`config.mk`:
```
export PLATFORM = sky130hd
export DESIGN_NAME = motor_drive_top
export DESIGN_NICKNAME = d
export VERILOG_FILES = /design/src/design/motor_pkg.sv /design/src/design/wheel_if.sv /design/src/design/motor_drive_top.sv /design/src/design/pwm_timebase.sv /design/src/design/steer_control.sv /design/src/design/wheel_channel.sv
export SDC_FILE = /design/constraint.sdc
export NUM_CORES = 1
export LEC_CHECK = 0
export ABC_AREA = 1
export BUFFER_PORTS_ARGS = -buffer_cell sky130_fd_sc_hd__buf_2
export CAP_MARGIN = 25
export CORE_MARGIN = 3
export CORE_UTILIZATION = 50
export CTS_CLUSTER_SIZE = 30
export DETAILED_ROUTE_END_ITERATION = 7
export PLACE_DENSITY = 0.68
export SYNTH_ARGS = -nofsm -noshare
export SYNTH_HDL_FRONTEND = slang
export SYNTH_SLANG_ARGS = --single-unit
export TNS_END_PERCENT = 1
```
`constraint.sdc`:
```
create_clock -name clk -period 4.7 [get_ports clk]
set_input_delay 0.235 -clock clk [delete_from_list [all_inputs] [get_ports clk]]
set_output_delay 0.235 -clock clk [all_outputs]
set_load 0.02 [all_outputs]
```
`src/design/motor_pkg.sv`:
```
package motor_pkg;

    typedef logic [9:0] duty_t;          // wheel duty, 1023 is full drive
    typedef logic [11:0] count_t;        // frame counter and pwm threshold
    typedef logic [2:0] mode_t;          // steering mode from the line sensor logic
    typedef logic [2:0] wheel_action_t;  // ramp step applied to one wheel per frame

    // ramp actions, one per wheel and frame
    localparam wheel_action_t ACT_BOOST = 3'd0;     // fast climb toward full duty
    localparam wheel_action_t ACT_INC = 3'd1;
    localparam wheel_action_t ACT_DEC = 3'd2;
    localparam wheel_action_t ACT_CUT = 3'd3;       // fast drop toward zero
    localparam wheel_action_t ACT_SET_MAX = 3'd4;
    localparam wheel_action_t ACT_SET_ZERO = 3'd5;

    // steering modes, 010 and 101 fall through to full speed on both wheels
    localparam mode_t MODE_FORWARD = 3'b000;
    localparam mode_t MODE_VEER_LEFT = 3'b001;
    localparam mode_t MODE_SPIN_LEFT = 3'b011;
    localparam mode_t MODE_VEER_RIGHT = 3'b100;
    localparam mode_t MODE_SPIN_RIGHT = 3'b110;
    localparam mode_t MODE_PIVOT = 3'b111;

    // ramp constants
    localparam duty_t DUTY_MAX = 10'd1023;
    localparam duty_t BOOST_STEP = 10'd23;
    localparam duty_t BOOST_LIMIT = 10'd1000;  // above this a boost snaps to full duty
    localparam duty_t CUT_STEP = 10'd50;

endpackage

```
`src/design/wheel_if.sv`:
```
`timescale 1ns/1ps

interface wheel_if;

    logic frame;                          // one-cycle strobe at the last count of a frame
    motor_pkg::wheel_action_t action;     // valid whenever frame is high
    motor_pkg::duty_t duty;               // current duty held by the wheel
    motor_pkg::count_t count;             // shared frame counter

    modport ctrl (
        output action,
        input duty
    );

    modport wheel (
        input frame,
        input action,
        input count,
        output duty
    );

endinterface

```
`src/design/motor_drive_top.sv`:
```
`timescale 1ns/1ps

module motor_drive_top #(
    parameter int PERIOD = 4000
) (
    input logic clk,
    input logic reset,
    input motor_pkg::mode_t mode,
    output logic [1:0] pwm,   // left wheel in bit 1, right wheel in bit 0
    output logic frame
);

    motor_pkg::count_t count;

    wheel_if left_bus ();
    wheel_if right_bus ();

    pwm_timebase #(
        .PERIOD(PERIOD)
    ) timebase (
        .clk(clk),
        .reset(reset),
        .count(count),
        .frame(frame)
    );

    // both wheels see the same frame counter and strobe
    assign left_bus.frame = frame;
    assign left_bus.count = count;
    assign right_bus.frame = frame;
    assign right_bus.count = count;

    steer_control steering (
        .left(left_bus.ctrl),
        .right(right_bus.ctrl),
        .mode(mode)
    );

    wheel_channel #(
        .PERIOD(PERIOD)
    ) left_wheel (
        .clk(clk),
        .reset(reset),
        .bus(left_bus.wheel),
        .pwm(pwm[1])
    );

    wheel_channel #(
        .PERIOD(PERIOD)
    ) right_wheel (
        .clk(clk),
        .reset(reset),
        .bus(right_bus.wheel),
        .pwm(pwm[0])
    );

endmodule

```
`src/design/pwm_timebase.sv`:
```
`timescale 1ns/1ps

module pwm_timebase #(
    parameter int PERIOD = 4000
) (
    input logic clk,
    input logic reset,
    output motor_pkg::count_t count,
    output logic frame
);

    localparam motor_pkg::count_t LAST = motor_pkg::count_t'(PERIOD - 1);

    motor_pkg::count_t count_q;

    always_ff @(posedge clk or posedge reset) begin
        if (reset) begin
            count_q <= '0;
        end else if (count_q == LAST) begin
            count_q <= '0;  // wrap closes the frame
        end else begin
            count_q <= count_q + 1'b1;
        end
    end

    assign count = count_q;
    assign frame = (count_q == LAST);  // the duty update lands on the edge that wraps count

    // the counter never leaves the frame range
    count_in_range: assert property (
        @(posedge clk) disable iff (reset)
        count_q <= LAST
    ) else $error("frame counter past the end of the frame");

    // with at least two clocks per frame the strobe is isolated
    frame_single_cycle: assert property (
        @(posedge clk) disable iff (reset)
        frame |=> !frame
    ) else $error("frame strobe high on consecutive cycles");

endmodule

```
`src/design/steer_control.sv`:
```
`timescale 1ns/1ps

module steer_control (
    wheel_if.ctrl left,
    wheel_if.ctrl right,
    input motor_pkg::mode_t mode
);

    motor_pkg::wheel_action_t left_act;
    motor_pkg::wheel_action_t right_act;
    logic left_faster;

    assign left_faster = (left.duty > right.duty);  // a tie counts as right being faster

    always_comb begin
        left_act = motor_pkg::ACT_SET_MAX;
        right_act = motor_pkg::ACT_SET_MAX;
        case (mode)
            motor_pkg::MODE_FORWARD: begin
                left_act = motor_pkg::ACT_BOOST;
                right_act = motor_pkg::ACT_BOOST;
            end
            motor_pkg::MODE_VEER_LEFT: begin
                left_act = motor_pkg::ACT_DEC;
                right_act = motor_pkg::ACT_INC;
            end
            motor_pkg::MODE_SPIN_LEFT: begin
                left_act = motor_pkg::ACT_CUT;  // inner wheel drops hard
                right_act = motor_pkg::ACT_DEC;
            end
            motor_pkg::MODE_VEER_RIGHT: begin
                left_act = motor_pkg::ACT_INC;
                right_act = motor_pkg::ACT_DEC;
            end
            motor_pkg::MODE_SPIN_RIGHT: begin
                left_act = motor_pkg::ACT_DEC;
                right_act = motor_pkg::ACT_CUT;
            end
            motor_pkg::MODE_PIVOT: begin
                // the faster wheel takes full drive and the other one stops
                if (left_faster) begin
                    left_act = motor_pkg::ACT_SET_MAX;
                    right_act = motor_pkg::ACT_SET_ZERO;
                end else begin
                    left_act = motor_pkg::ACT_SET_ZERO;
                    right_act = motor_pkg::ACT_SET_MAX;
                end
            end
            default: begin
                left_act = motor_pkg::ACT_SET_MAX;  // unused codes run both wheels flat out
                right_act = motor_pkg::ACT_SET_MAX;
            end
        endcase
    end

    assign left.action = left_act;
    assign right.action = right_act;

endmodule

```
`src/design/wheel_channel.sv`:
```
`timescale 1ns/1ps

module wheel_channel #(
    parameter int PERIOD = 4000
) (
    input logic clk,
    input logic reset,
    wheel_if.wheel bus,
    output logic pwm
);

    localparam int DUTY_W = $bits(motor_pkg::duty_t);
    localparam int PROD_W = DUTY_W + $bits(motor_pkg::count_t);

    motor_pkg::duty_t duty_q;
    motor_pkg::duty_t next_duty;
    logic [PROD_W-1:0] product;
    motor_pkg::count_t threshold;

    // saturating ramp for the requested action
    always_comb begin
        next_duty = duty_q;
        case (bus.action)
            motor_pkg::ACT_BOOST: begin
                if (duty_q > motor_pkg::BOOST_LIMIT) begin
                    next_duty = motor_pkg::DUTY_MAX;
                end else begin
                    next_duty = duty_q + motor_pkg::BOOST_STEP;  // tops out at exactly 1023
                end
            end
            motor_pkg::ACT_INC: begin
                if (duty_q != motor_pkg::DUTY_MAX) begin
                    next_duty = duty_q + 1'b1;
                end
            end
            motor_pkg::ACT_DEC: begin
                if (duty_q != '0) begin
                    next_duty = duty_q - 1'b1;
                end
            end
            motor_pkg::ACT_CUT: begin
                if (duty_q > motor_pkg::CUT_STEP) begin
                    next_duty = duty_q - motor_pkg::CUT_STEP;
                end else begin
                    next_duty = '0;
                end
            end
            motor_pkg::ACT_SET_MAX: begin
                next_duty = motor_pkg::DUTY_MAX;
            end
            motor_pkg::ACT_SET_ZERO: begin
                next_duty = '0;
            end
            default: begin
                next_duty = duty_q;  // spare codes hold the duty
            end
        endcase
    end

    always_ff @(posedge clk or posedge reset) begin
        if (reset) begin
            duty_q <= motor_pkg::DUTY_MAX;  // wheels start at full drive
        end else if (bus.frame) begin
            duty_q <= next_duty;
        end
    end

    assign bus.duty = duty_q;

    // threshold is PERIOD * duty / 1024, which always fits the counter width
    assign product = PROD_W'(PERIOD) * PROD_W'(duty_q);
    assign threshold = motor_pkg::count_t'(product >> DUTY_W);

    always_ff @(posedge clk or posedge reset) begin
        if (reset) begin
            pwm <= 1'b0;
        end else begin
            pwm <= (bus.count < threshold);  // high for the first threshold counts of a frame
        end
    end

    // a duty of zero on the previous cycle means no drive at all on this one
    zero_duty_no_drive: assert property (
        @(posedge clk) disable iff (reset)
        ($past(duty_q) == '0) |-> !pwm
    ) else $error("pwm high while the wheel duty is zero");

endmodule

```
==> results.cfg, run 1 <==
[cells_and_area]
antenna_cells = 0
finalNetCount = 1483
syn_to_final_growth_pct = 14.1
drive_gt1_frac = 0.143

[floorplanning]
fp.dieH_um = 135
start_util = 0.517
core-area_um2 = 16100
rows = 46
dieArea_um2 = 18200
pin_count = 8
die_w_um = 135

[place]
port_buffers = 7
place_congestion = 0.956
place_ws_ns = -0.126
dp_hpwl_um = 18000

[critical_path]
crit_chain = clkinvlp_4, fa_1, fa_1, inv_1, fa_1, inv_1, fa_1, inv_2, ha_4, a21oi_4, o21a_1, nand2_2, nand4_1, nand2_1, xor2_1, ha_1, nand2_1, inv_1, nand3_1, a31o_2, nand3_2, a21oi_2
worstPathRequired_ns = 4.88
worstPathArrival_ns = 4.98
critPathSlowestCell = dfstp_2
worst-path-max-fanout = 4
crit_path_max_incr_delay_ns = 0.55
r2r_setup_slack_ns = -0.1
cpMostUsedCell = fa_1
crit_type = flip-flop to flip-flop
cp_top_family = adder cells
end_kind = flip-flop
crit_path_start_kind = flip-flop
timing.critical_path.buf_inv = 5

[synthesis]
async_flop_share = 1.00
syn-num-nets = 1399
synth_edf_count = 0
ys.flop_type = dfstp_2
synth.distinct_cells = 43
synth_most_common_cell = nand2_1
synth_top_cell_by_area = ha_1
seq_area_frac_synth = 0.105
synth_commonest_cells = nand2_1, inv_1, ha_1, nand3_1, a21oi_1
synth.avg_cell_area_um2 = 7.10
ys_seq_elements = 34
yosys_warnings = 0
synthTopCellsByArea = ha_1, fa_1, nand2_1
synthCells = 1173
netlist_area_um2 = 8330
yosysTopAreaCellShare = 0.242

[power]
leakagePower_nw = 5.29
power_density_nw_per_um2 = 78.6
vdd_drop_max_mv = 0.105

[drt]
drt_iter0_markers = 484
viasPerCell = 5.20
drcViolationCount = 0
routed_wl_um = 21700
drt_pass1_iterations = 5
wire_per_inst_um = 14.7
ant_nets = 0
num_vias = 7670

[grt]
grt_max_degree = 35
grt_pass1_wl_um = 36400
grt_pass1_vias = 7516
antenna_found_initial = 0
grt_util_all_layers = 0.248
overflow = 0

[clocking]
cts_buffers = 5
clock_sinks = 34
ctsHtreeMaxLevel = 2
cts.clk_slew.worst_paths_ns = 0.06
cts_tree = yes
clock_path_buffers = 2
root_buffer = clkbuf_16
clk_latency_ns = 0.30
cts_hold_buf = 0

[timing]
setup_viol = 1
clock_skew_ns = 0.0135
hold_slack_ns = 0.0511
setup_slack_ns = -0.0955
min_period_over_period = 1.02
rsz0062_at_grt = true
fmax_mhz = 209
relSlewSlack = 0.387
slew_viol_final = 0
min_period_ns = 4.80
tightestPinTransition_ns = 0.920
hold_viol_final = 0
tns_ns = -0.0955

[run_status]
violations = setup timing
status = finished, violations left

[job]
cap_violations = 0

[worst_hold_path]
hold_path_class = primary input to asynchronous set/reset pin
==> through the flow <==
step                utilization  instances  area (µm²)  total power, W
finish                    0.590       1474        9500        0.000747
detailed placement        0.572       1464        9210        0.000399
global placement          0.572       1464        9210        0.000398
CTS                       0.586       1472        9440        0.000756
floorplan                     -       1173        8390        0.000372
global route              0.590       1474        9500        0.000777
==> sequential cells by signal, summed over array words and instances, names as in the netlist <==
name,cells
left_wheel.pwm,1
left_wheel.bus.duty,10
right_wheel.pwm,1
right_wheel.bus.duty,10
timebase.count,12
==> worst register-to-register path, delay by kind of cell, from the launching register on <==
| kind | cells | cell delay (ns) |
|---|---|---|
| adder cells (fa/ha/maj) | 6 | 2.61 |
| buffers and inverters | 5 | 0.37 |
| flip-flops | 1 | 0.55 |
| AO/OA/AOI/OAI | 4 | 0.57 |
| XOR/XNOR | 1 | 0.15 |
| AND/OR/NAND/NOR | 6 | 0.42 |
==> where the power goes <==
group          switching, W  leakage (nW)  total [W]  internal, W
Sequential                0         0.383   0.000294     0.000294
Combinational     0.0000705          4.84   0.000102    0.0000313
Clock              0.000158        0.0672   0.000352     0.000194
Total              0.000228          5.29   0.000747     0.000519
==> area by class of cell <==
cell class / instances / area [µm²]
multi-input combinational: 911 / 6760
clock buffer: 5 / 125
clock inverter: 3 / 16.3
inverter: 219 / 831
sequential: 34 / 876
tap: 216 / 270
fill: 1545 / 6610
timing repair buffer: 86 / 628
==> path summary, 6_finish.rpt <==
check,to,from,cells past startpoint
min,timebase.count[9],reset,3
min in group clk,right_wheel.bus.duty[7],right_wheel.bus.duty[7],2
max in group asynchronous,right_wheel.bus.duty[3],reset,3
max reg2reg,right_wheel.pwm,right_wheel.bus.duty[3],22
min reg2reg,right_wheel.bus.duty[7],right_wheel.bus.duty[7],2
max,right_wheel.pwm,right_wheel.bus.duty[3],22
==> placed cells by master, fill, tap and decap left out, types with 7 or more instances in the layout <==
master | netlist | layout
buf_2 | 5 | 7
nand4_1 | 19 | 19
xnor2_1 | 15 | 15
dfstp_2 | 20 | 20
nand3b_1 | 8 | 8
ha_4 | 0 | 8
nand3_1 | 120 | 119
inv_1 | 210 | 204
buf_4 | 2 | 79
fa_1 | 60 | 60
o21ai_0 | 27 | 21
inv_2 | 8 | 13
a21oi_2 | 3 | 8
nor2_1 | 50 | 49
o21ai_1 | 6 | 12
nand2_1 | 294 | 287
nand2_2 | 6 | 12
a21oi_1 | 62 | 55
ha_1 | 161 | 153
nor3_1 | 17 | 15
xor2_1 | 21 | 21
dfrtp_1 | 14 | 14
==> cell families after synthesis <==
group	after synthesis	share of synthesized area
fa+ha+maj	221	0.386
buf+inv	228	0.107
xor+xnor	36	0.0379
flops	34	0.105
simple gates	532	0.283
compound gates	122	0.0814
==> metal layers <==
layer	vias to the layer above	part of all wire	track usage
li1	3954	-	-
met1	3524	0.48	0.348
met2	161	0.46	0.407
met3	31	0.037	0.0283
met4	0	0.022	0.0689
met5	-	0	0
==> what timing repair did <==
| action | CTS | global route |
|---|---|---|
| setup buffers | 0 | 2 |
| endpoints found under the setup margin | 2 | 2 |
| gates resized for setup | 20 | 10 |
| pin swaps | 7 | 12 |
No activity file was read; power rests on OpenSTA's default activity.
==> run 2: changes to the inputs <==
--- a/config.mk
+++ b/config.mk
@@ -6,6 +6,7 @@
 export NUM_CORES = 1
 export LEC_CHECK = 0
 export ABC_AREA = 1
+export ABC_CLOCK_PERIOD_IN_PS = 4700
 export BUFFER_PORTS_ARGS = -buffer_cell sky130_fd_sc_hd__buf_2
 export CAP_MARGIN = 25
 export CORE_MARGIN = 3
@@ -15,5 +16,6 @@
 export PLACE_DENSITY = 0.68
 export SYNTH_ARGS = -nofsm -noshare
 export SYNTH_HDL_FRONTEND = slang
+export SYNTH_HIERARCHICAL = 1
 export SYNTH_SLANG_ARGS = --single-unit
 export TNS_END_PERCENT = 1
==> run 2 against run 1 <==
  * The run now ends clean
  * Cell count is 0.95% higher
  * Synthesized cell count is 2.0% higher
  * Via count is 2.7% higher
  * Sequential power hardly changed
  * Combinational power is 53% higher
  * Synthesized area is 2.4% higher
  * First-iteration DRC count is 2.5% higher
  * Non-clock buffer count is 20 lower
  * Sequential share of layout area is 0.29 points lower
  * Largest cell class unchanged
  * Highest routed layer unchanged
==> results.cfg, run 2 <==
[run_status]
status = finished clean

[power]
seq_power_share = 0.364
vdd_drop_max_mv = 0.133
p_switching_w = 0.000256
p_clk_frac = 0.444
leakagePower_nw = 5.42
p_comb_frac = 0.193
power_density_nw_per_um2 = 82.3
netSwitchingFraction = 0.317
p_int_w = 0.000552

[timing]
relSlewSlack = 0.506
fmax_mhz = 222
hold_slack_ns = 0.515
slew_viol_final = 0
setup_viol = 0
min_period_ns = 4.51
min_period_over_period = 0.960
tightestPinTransition_ns = 0.733
rsz0062_at_grt = true
clock_skew_ns = 0.00620
hold_viol_final = 0

[grt]
grt_pass1_wl_um = 34500
grt_util_all_layers = 0.230
overflow = 0
grt_pass1_vias = 7131
antenna_found_initial = 0
grt_max_degree = 16

[floorplanning]
start_util = 0.512
dieArea_um2 = 18700
die_w_um = 137
fp.dieH_um = 137
core-area_um2 = 16600
rows = 47
pin_count = 8

[critical_path]
crit_path_start_kind = flip-flop
worst-path-max-fanout = 5
r2r_setup_slack_ns = 0.19
worstPathArrival_ns = 4.73
end_kind = flip-flop
crit_type = flip-flop to flip-flop
r2r-start = right_wheel/bus.duty[6]
r2r_end = right_wheel/pwm
worstPathRequired_ns = 4.92
worst-r2r-cell-count = 20

[clocking]
cts.clk_slew.worst_paths_ns = 0.06
clk_latency_ns = 0.29
cts_buffers = 5
cts_tree = yes
ctsHtreeMaxLevel = 2
root_buffer = clkbuf_16
clock_path_buffers = 2
clock_sinks = 34

[synthesis]
synth_edf_count = 0
synthTopCellsByArea = ha_1, fa_1, nand2_1
syn-num-nets = 1421
synth.distinct_cells = 46
yosysTopAreaCellShare = 0.233
netlist_area_um2 = 8530
ys_seq_elements = 34
synth_commonest_cells = nand2_1, inv_1, ha_1, nand3_1, nor2_1
seq_area_frac_synth = 0.103
synthCells = 1197
ys.flop_type = dfstp_2
synth.avg_cell_area_um2 = 7.12
synth_top_cell_by_area = ha_1
async_flop_share = 1.00
yosys_warnings = 6
synth_most_common_cell = nand2_1

[cells_and_area]
finalNetCount = 1491
antenna_cells = 0
syn_to_final_growth_pct = 15.1
drive_gt1_frac = 0.173
final_common_cell = nand2_1
largest_reg_flops = 12
mostFrequentLayoutCells = nand2_1, inv_1, ha_1
final_area_um2 = 9820

[place]
dp_hpwl_um = 17600
place_congestion = 0.928
port_buffers = 7
placed_area_um2 = 9150

[worst_hold_path]
hold_path_class = primary input to asynchronous set/reset pin

[drt]
drt_iter0_markers = 496
viasPerCell = 5.29
num_vias = 7874
wire_per_inst_um = 14.6
ant_nets = 0
drcViolationCount = 0
drt_pass1_iterations = 6
routed_wl_um = 21700

[job]
cap_violations = 0
[run 2: changes by cell type after synthesis, moves of 6 or more]
cell,previous run,this run
nand2_1,294,315
nand3_1,120,100
nand3_2,1,7
nor2_1,50,66
nor2_4,0,6
nor3_1,17,8
[run 2: worst max path at each step]
stage                                  from               to  slack (ns)  cells past startpoint
floorplan           right_wheel/bus.duty[3]  right_wheel/pwm        0.03                     19
global placement    right_wheel/bus.duty[3]  right_wheel/pwm        0.03                     21
detailed placement  right_wheel/bus.duty[3]  right_wheel/pwm       -0.03                     21
CTS                  left_wheel/bus.duty[3]   left_wheel/pwm      -0.001                     19
global route        right_wheel/bus.duty[6]  right_wheel/pwm       -0.08                     20
finish              right_wheel/bus.duty[6]  right_wheel/pwm        0.19                     20
[run 2: through the flow]
step	std cells	TNS [ns]	util	setup WS, ns	total power (W)
6_report	1488	0	0.590	0.187	0.000807
5_1_grt	1488	-0.0918	0.590	-0.0791	0.000848
4_1_cts	1475	-0.00130	0.561	-0.00130	0.000813
3_5_place_dp	1466	-0.0296	0.550	-0.0296	0.000451
3_3_place_gp	1466	0	0.550	0.0324	0.000450
2_1_floorplan	1197	0	-	0.0315	0.000413
[run 2: routing by layer]
| layer | vias up | wire length (µm) | track usage | part of all wire |
|---|---|---|---|---|
| li1 | 3995 | - | - | - |
| met1 | 3677 | 10000 | 0.321 | 0.46 |
| met2 | 161 | 10400 | 0.377 | 0.48 |
| met3 | 41 | 759 | 0.0254 | 0.035 |
| met4 | 0 | 531 | 0.0672 | 0.024 |
| met5 | - | 0 | 0 | 0 |
[run 2: cell type report]
class	instances	area (µm²)
Timing Repair Buffer	66	484
Inverter	215	816
Multi-Input combinational cell	945	7220
Fill cell	1522	6830
Clock buffer	7	143
Sequential cell	34	876
Tap cell	220	275
Clock inverter	1	5.00
[run 2: critical path, cell delays in order, from the launching register on]
cell	delay, ns
dfstp_2	0.55
clkinvlp_4	0.16
buf_4	0.19
fa_1	0.40
fa_1	0.51
inv_1	0.06
fa_1	0.45
ha_1	0.34
ha_4	0.30
nand2_1	0.09
nor3_1	0.29
nand3_1	0.14
nand2_1	0.08
nand2_1	0.05
nand2_1	0.09
ha_4	0.21
nand2_1	0.06
nor2_1	0.05
a211oi_2	0.20
o21ai_1	0.09
a21oi_1	0.11
[run 2: logic make-up after synthesis]
logic type,share of synthesized area
buffers and inverters,0.0984
adders and majority gates,0.374
DFF,0.103
xor gates and xnor gates,0.0349
and+or+nand+nor,0.304
AOI/OAI and AO/OA,0.0858
[run 2: repair_timing]
action,4_1_cts,5_1_grt
resized for setup,4,80
hold buffers,1,0
setup buffers,0,13
setup endpoints to repair,2,2
hold endpoints to repair,12,0
pin swaps,2,47
[run 2: power groups by stage]
stage / Clock [W] / Sequential (W) / Combinational (W)
after detailed placement: 0 / 0.000298 / 0.000152
after global routing: 0.000382 / 0.000293 / 0.000173
after global placement: 0 / 0.000298 / 0.000152
after floorplan: 0 / 0.000298 / 0.000115
after CTS: 0.000366 / 0.000294 / 0.000154
final: 0.000358 / 0.000294 / 0.000156
==> run 3: changes to the inputs <==
--- a/config.mk
+++ b/config.mk
@@ -5,11 +5,9 @@
 export SDC_FILE = /design/constraint.sdc
 export NUM_CORES = 1
 export LEC_CHECK = 0
-export ABC_AREA = 1
 export ABC_CLOCK_PERIOD_IN_PS = 4700
 export BUFFER_PORTS_ARGS = -buffer_cell sky130_fd_sc_hd__buf_2
 export CAP_MARGIN = 25
-export CORE_MARGIN = 3
 export CORE_UTILIZATION = 50
 export CTS_CLUSTER_SIZE = 30
 export DETAILED_ROUTE_END_ITERATION = 7
==> run 3 against run 2 <==
  * The run now ends with setup timing left
  * Combinational power shrank 12%
  * Synthesized cell count shrank 28%
  * Utilization grew 1.3 points
  * Register-to-register slack lost 0.46 ns
  * Cell count shrank 22%
  * Critical path depth grew 1
  * Largest power group unchanged
  * Highest routed layer unchanged
==> results.cfg, run 3 <==
[floorplanning]
fp.dieH_um = 127
dieArea_um2 = 16000
core-area_um2 = 15200
pin_count = 8
start_util = 0.511
die_w_um = 127
rows = 45

[synthesis]
yosys.area_share.simple = 0.120
seq_area_frac_synth = 0.113
synth_commonest_cells = ha_1, inv_1, a21oi_1, fa_1, nor2_1
synth.distinct_cells = 84
synthCells = 864
yosysTopAreaCellShare = 0.256
ys_seq_elements = 34
synth_top_family_by_area = adder cells
synth_edf_count = 0
synthMuxAreaShare = 0.00258
synth.avg_cell_area_um2 = 8.99
synth_xor_xnor_area_share = 0.0654
netlist_area_um2 = 7770
synthTopCellsByArea = ha_1, fa_1, dfstp_2
synth_top_cell_by_area = ha_1
yosys_warnings = 6
syn-num-nets = 1088
synth_most_common_cell = ha_1
async_flop_share = 1.00
synth_compound_area_frac = 0.212
ys.flop_type = dfstp_2
synth_fa_ha_area_frac = 0.411

[timing]
min_period_ns = 4.97
setup_slack_ns = -0.269
slew_viol_final = 0
setup_viol = 2
tns_ns = -0.524
tightestPinTransition_ns = 0.808
fmax_mhz = 201
rsz0062_at_grt = true
hold_viol_final = 0
min_period_over_period = 1.06
clock_skew_ns = 0.00384
relSlewSlack = 0.459

[place]
dp_hpwl_um = 15500
place_congestion = 0.867
port_buffers = 7
placed_area_um2 = 8780

[worst_hold_path]
hold_path_class = primary input to asynchronous set/reset pin

[critical_path]
worstPathArrival_ns = 5.19
crit_path_max_incr_delay_ns = 0.55
crit_type = flip-flop to flip-flop
cpMostUsedCell = fa_1
crit_chain = clkinvlp_4, fa_1, fa_1, inv_1, fa_1, inv_1, fa_1, inv_2, ha_4, a21oi_4, o221ai_2, a21oi_2, nor4b_4, nor2_1, xnor2_1, ha_1, a21o_1, a21o_1, a21oi_1, o21ai_1, a21oi_1
worst-path-max-fanout = 5
worstPathRequired_ns = 4.92
crit_path_start_kind = flip-flop
critPathSlowestCell = dfstp_2
end_kind = flip-flop

[drt]
num_vias = 6588
drcViolationCount = 0
routed_wl_um = 19000
ant_nets = 0
drt_pass1_iterations = 5
wire_per_inst_um = 16.3
drt_iter0_markers = 364
viasPerCell = 5.66

[cells_and_area]
final_common_cell = ha_1
final_area_um2 = 9160
drive_gt1_frac = 0.213
finalNetCount = 1199
antenna_cells = 0
fillCellCount = 1344
ff_latch_area_um2 = 876
largest_reg_flops = 12
multiInputGateArea_um2 = 6460
syn_to_final_growth_pct = 17.9
mostFrequentLayoutCells = ha_1, inv_1, buf_4

[clocking]
clk_latency_ns = 0.29
root_buffer = clkbuf_16
clock_sinks = 34
clock_path_buffers = 2
cts.clk_slew.worst_paths_ns = 0.06
cts_tree = yes
ctsHtreeMaxLevel = 2
cts_buffers = 5

[grt]
grt_max_degree = 15
grt_util_all_layers = 0.250
grt_pass1_vias = 6461
overflow = 0
grt_pass1_wl_um = 31800
antenna_found_initial = 0

[run_status]
status = finished, violations left
violations = setup timing

[power]
power_w = 0.000884
vdd_drop_max_mv = 0.118
power_density_nw_per_um2 = 96.5
leakagePower_nw = 4.52

[job]
cap_violations = 0
run 3: changes by cell type after synthesis, moves of 11 or more:
cell and change:
nand2_2 -11, nor2_1 -21, a21o_1 +18, nand2_1 -278
xnor2_1 +26, nand3_1 -84, inv_1 -70
run 3: cell families after synthesis:
family          count (synthesis)
compound gates                225
fa+ha+maj                     219
simple gates                  175
buf+inv                       151
xor+xnor                       58
flops                          34
mux                             2
run 3: final cells by class:
type	instances	area share
clock buffer	5	0.0137
clock inverter	3	0.00751
inverter	137	0.0568
multi-input combinational	679	0.706
sequential	34	0.0956
tap	188	0.0257
timing repair buffer	118	0.0951
run 3: through the flow:
stage / hold WS (ns) / setup WS (ns) / cells / utilization
floorplan: 0.0803 / -0.303 / 864 / -
detailed placement: 0.302 / -0.403 / 1149 / 0.577
CTS: 0.533 / -0.248 / 1163 / 0.600
finish: 0.535 / -0.269 / 1164 / 0.602
global placement: 0.298 / -0.320 / 1148 / 0.577
global route: 0.607 / -0.498 / 1164 / 0.602
run 3: final timing paths:
| check | end | startpoint | cells after the start | slack, ns |
|---|---|---|---|---|
| setup / recovery | left_wheel/pwm | left_wheel/bus.duty[4] | 21 | -0.27 |
| hold / removal | timebase/count[3] | reset | 3 | 0.53 |
| setup reg to reg | left_wheel/pwm | left_wheel/bus.duty[4] | 21 | -0.27 |
| hold reg to reg | timebase/count[0] | timebase/count[0] | 1 | 0.59 |
| max in group asynchronous | left_wheel/bus.duty[3] | reset | 3 | 3.76 |
| min in group clk | timebase/count[0] | timebase/count[0] | 1 | 0.59 |
run 3: repair_timing:
| action | CTS | global route |
|---|---|---|
| hold buffers | 1 | 0 |
| resized for setup | 17 | 7 |
| hold endpoints to repair | 12 | 0 |
| pin swaps | 27 | 8 |
| setup endpoints to repair | 2 | 4 |
| buffers inserted | 5 | 1 |
run 3: power breakdown:
group          internal [W]  switching (W)
Clock              0.000305       0.000147
Combinational     0.0000513      0.0000865
Sequential         0.000294              0
run 3: routing by layer:
metal,global-route usage,up-vias,share of wire
met5,0,-,0
met2,0.432,119,0.49
met3,0.0321,22,0.033
met4,0.0560,0,0.015
met1,0.333,3158,0.46
li1,-,3289,-
run 3: worst max-delay path: cells and delay by family, from the launching register on:
kind	cells	cell delay (ns)
DFF	1	0.55
adders and majority gates	6	2.46
buffers and inverters	4	0.31
xor gates and xnor gates	1	0.14
and+or+nand+nor	2	0.39
AOI/OAI and AO/OA	8	1.03
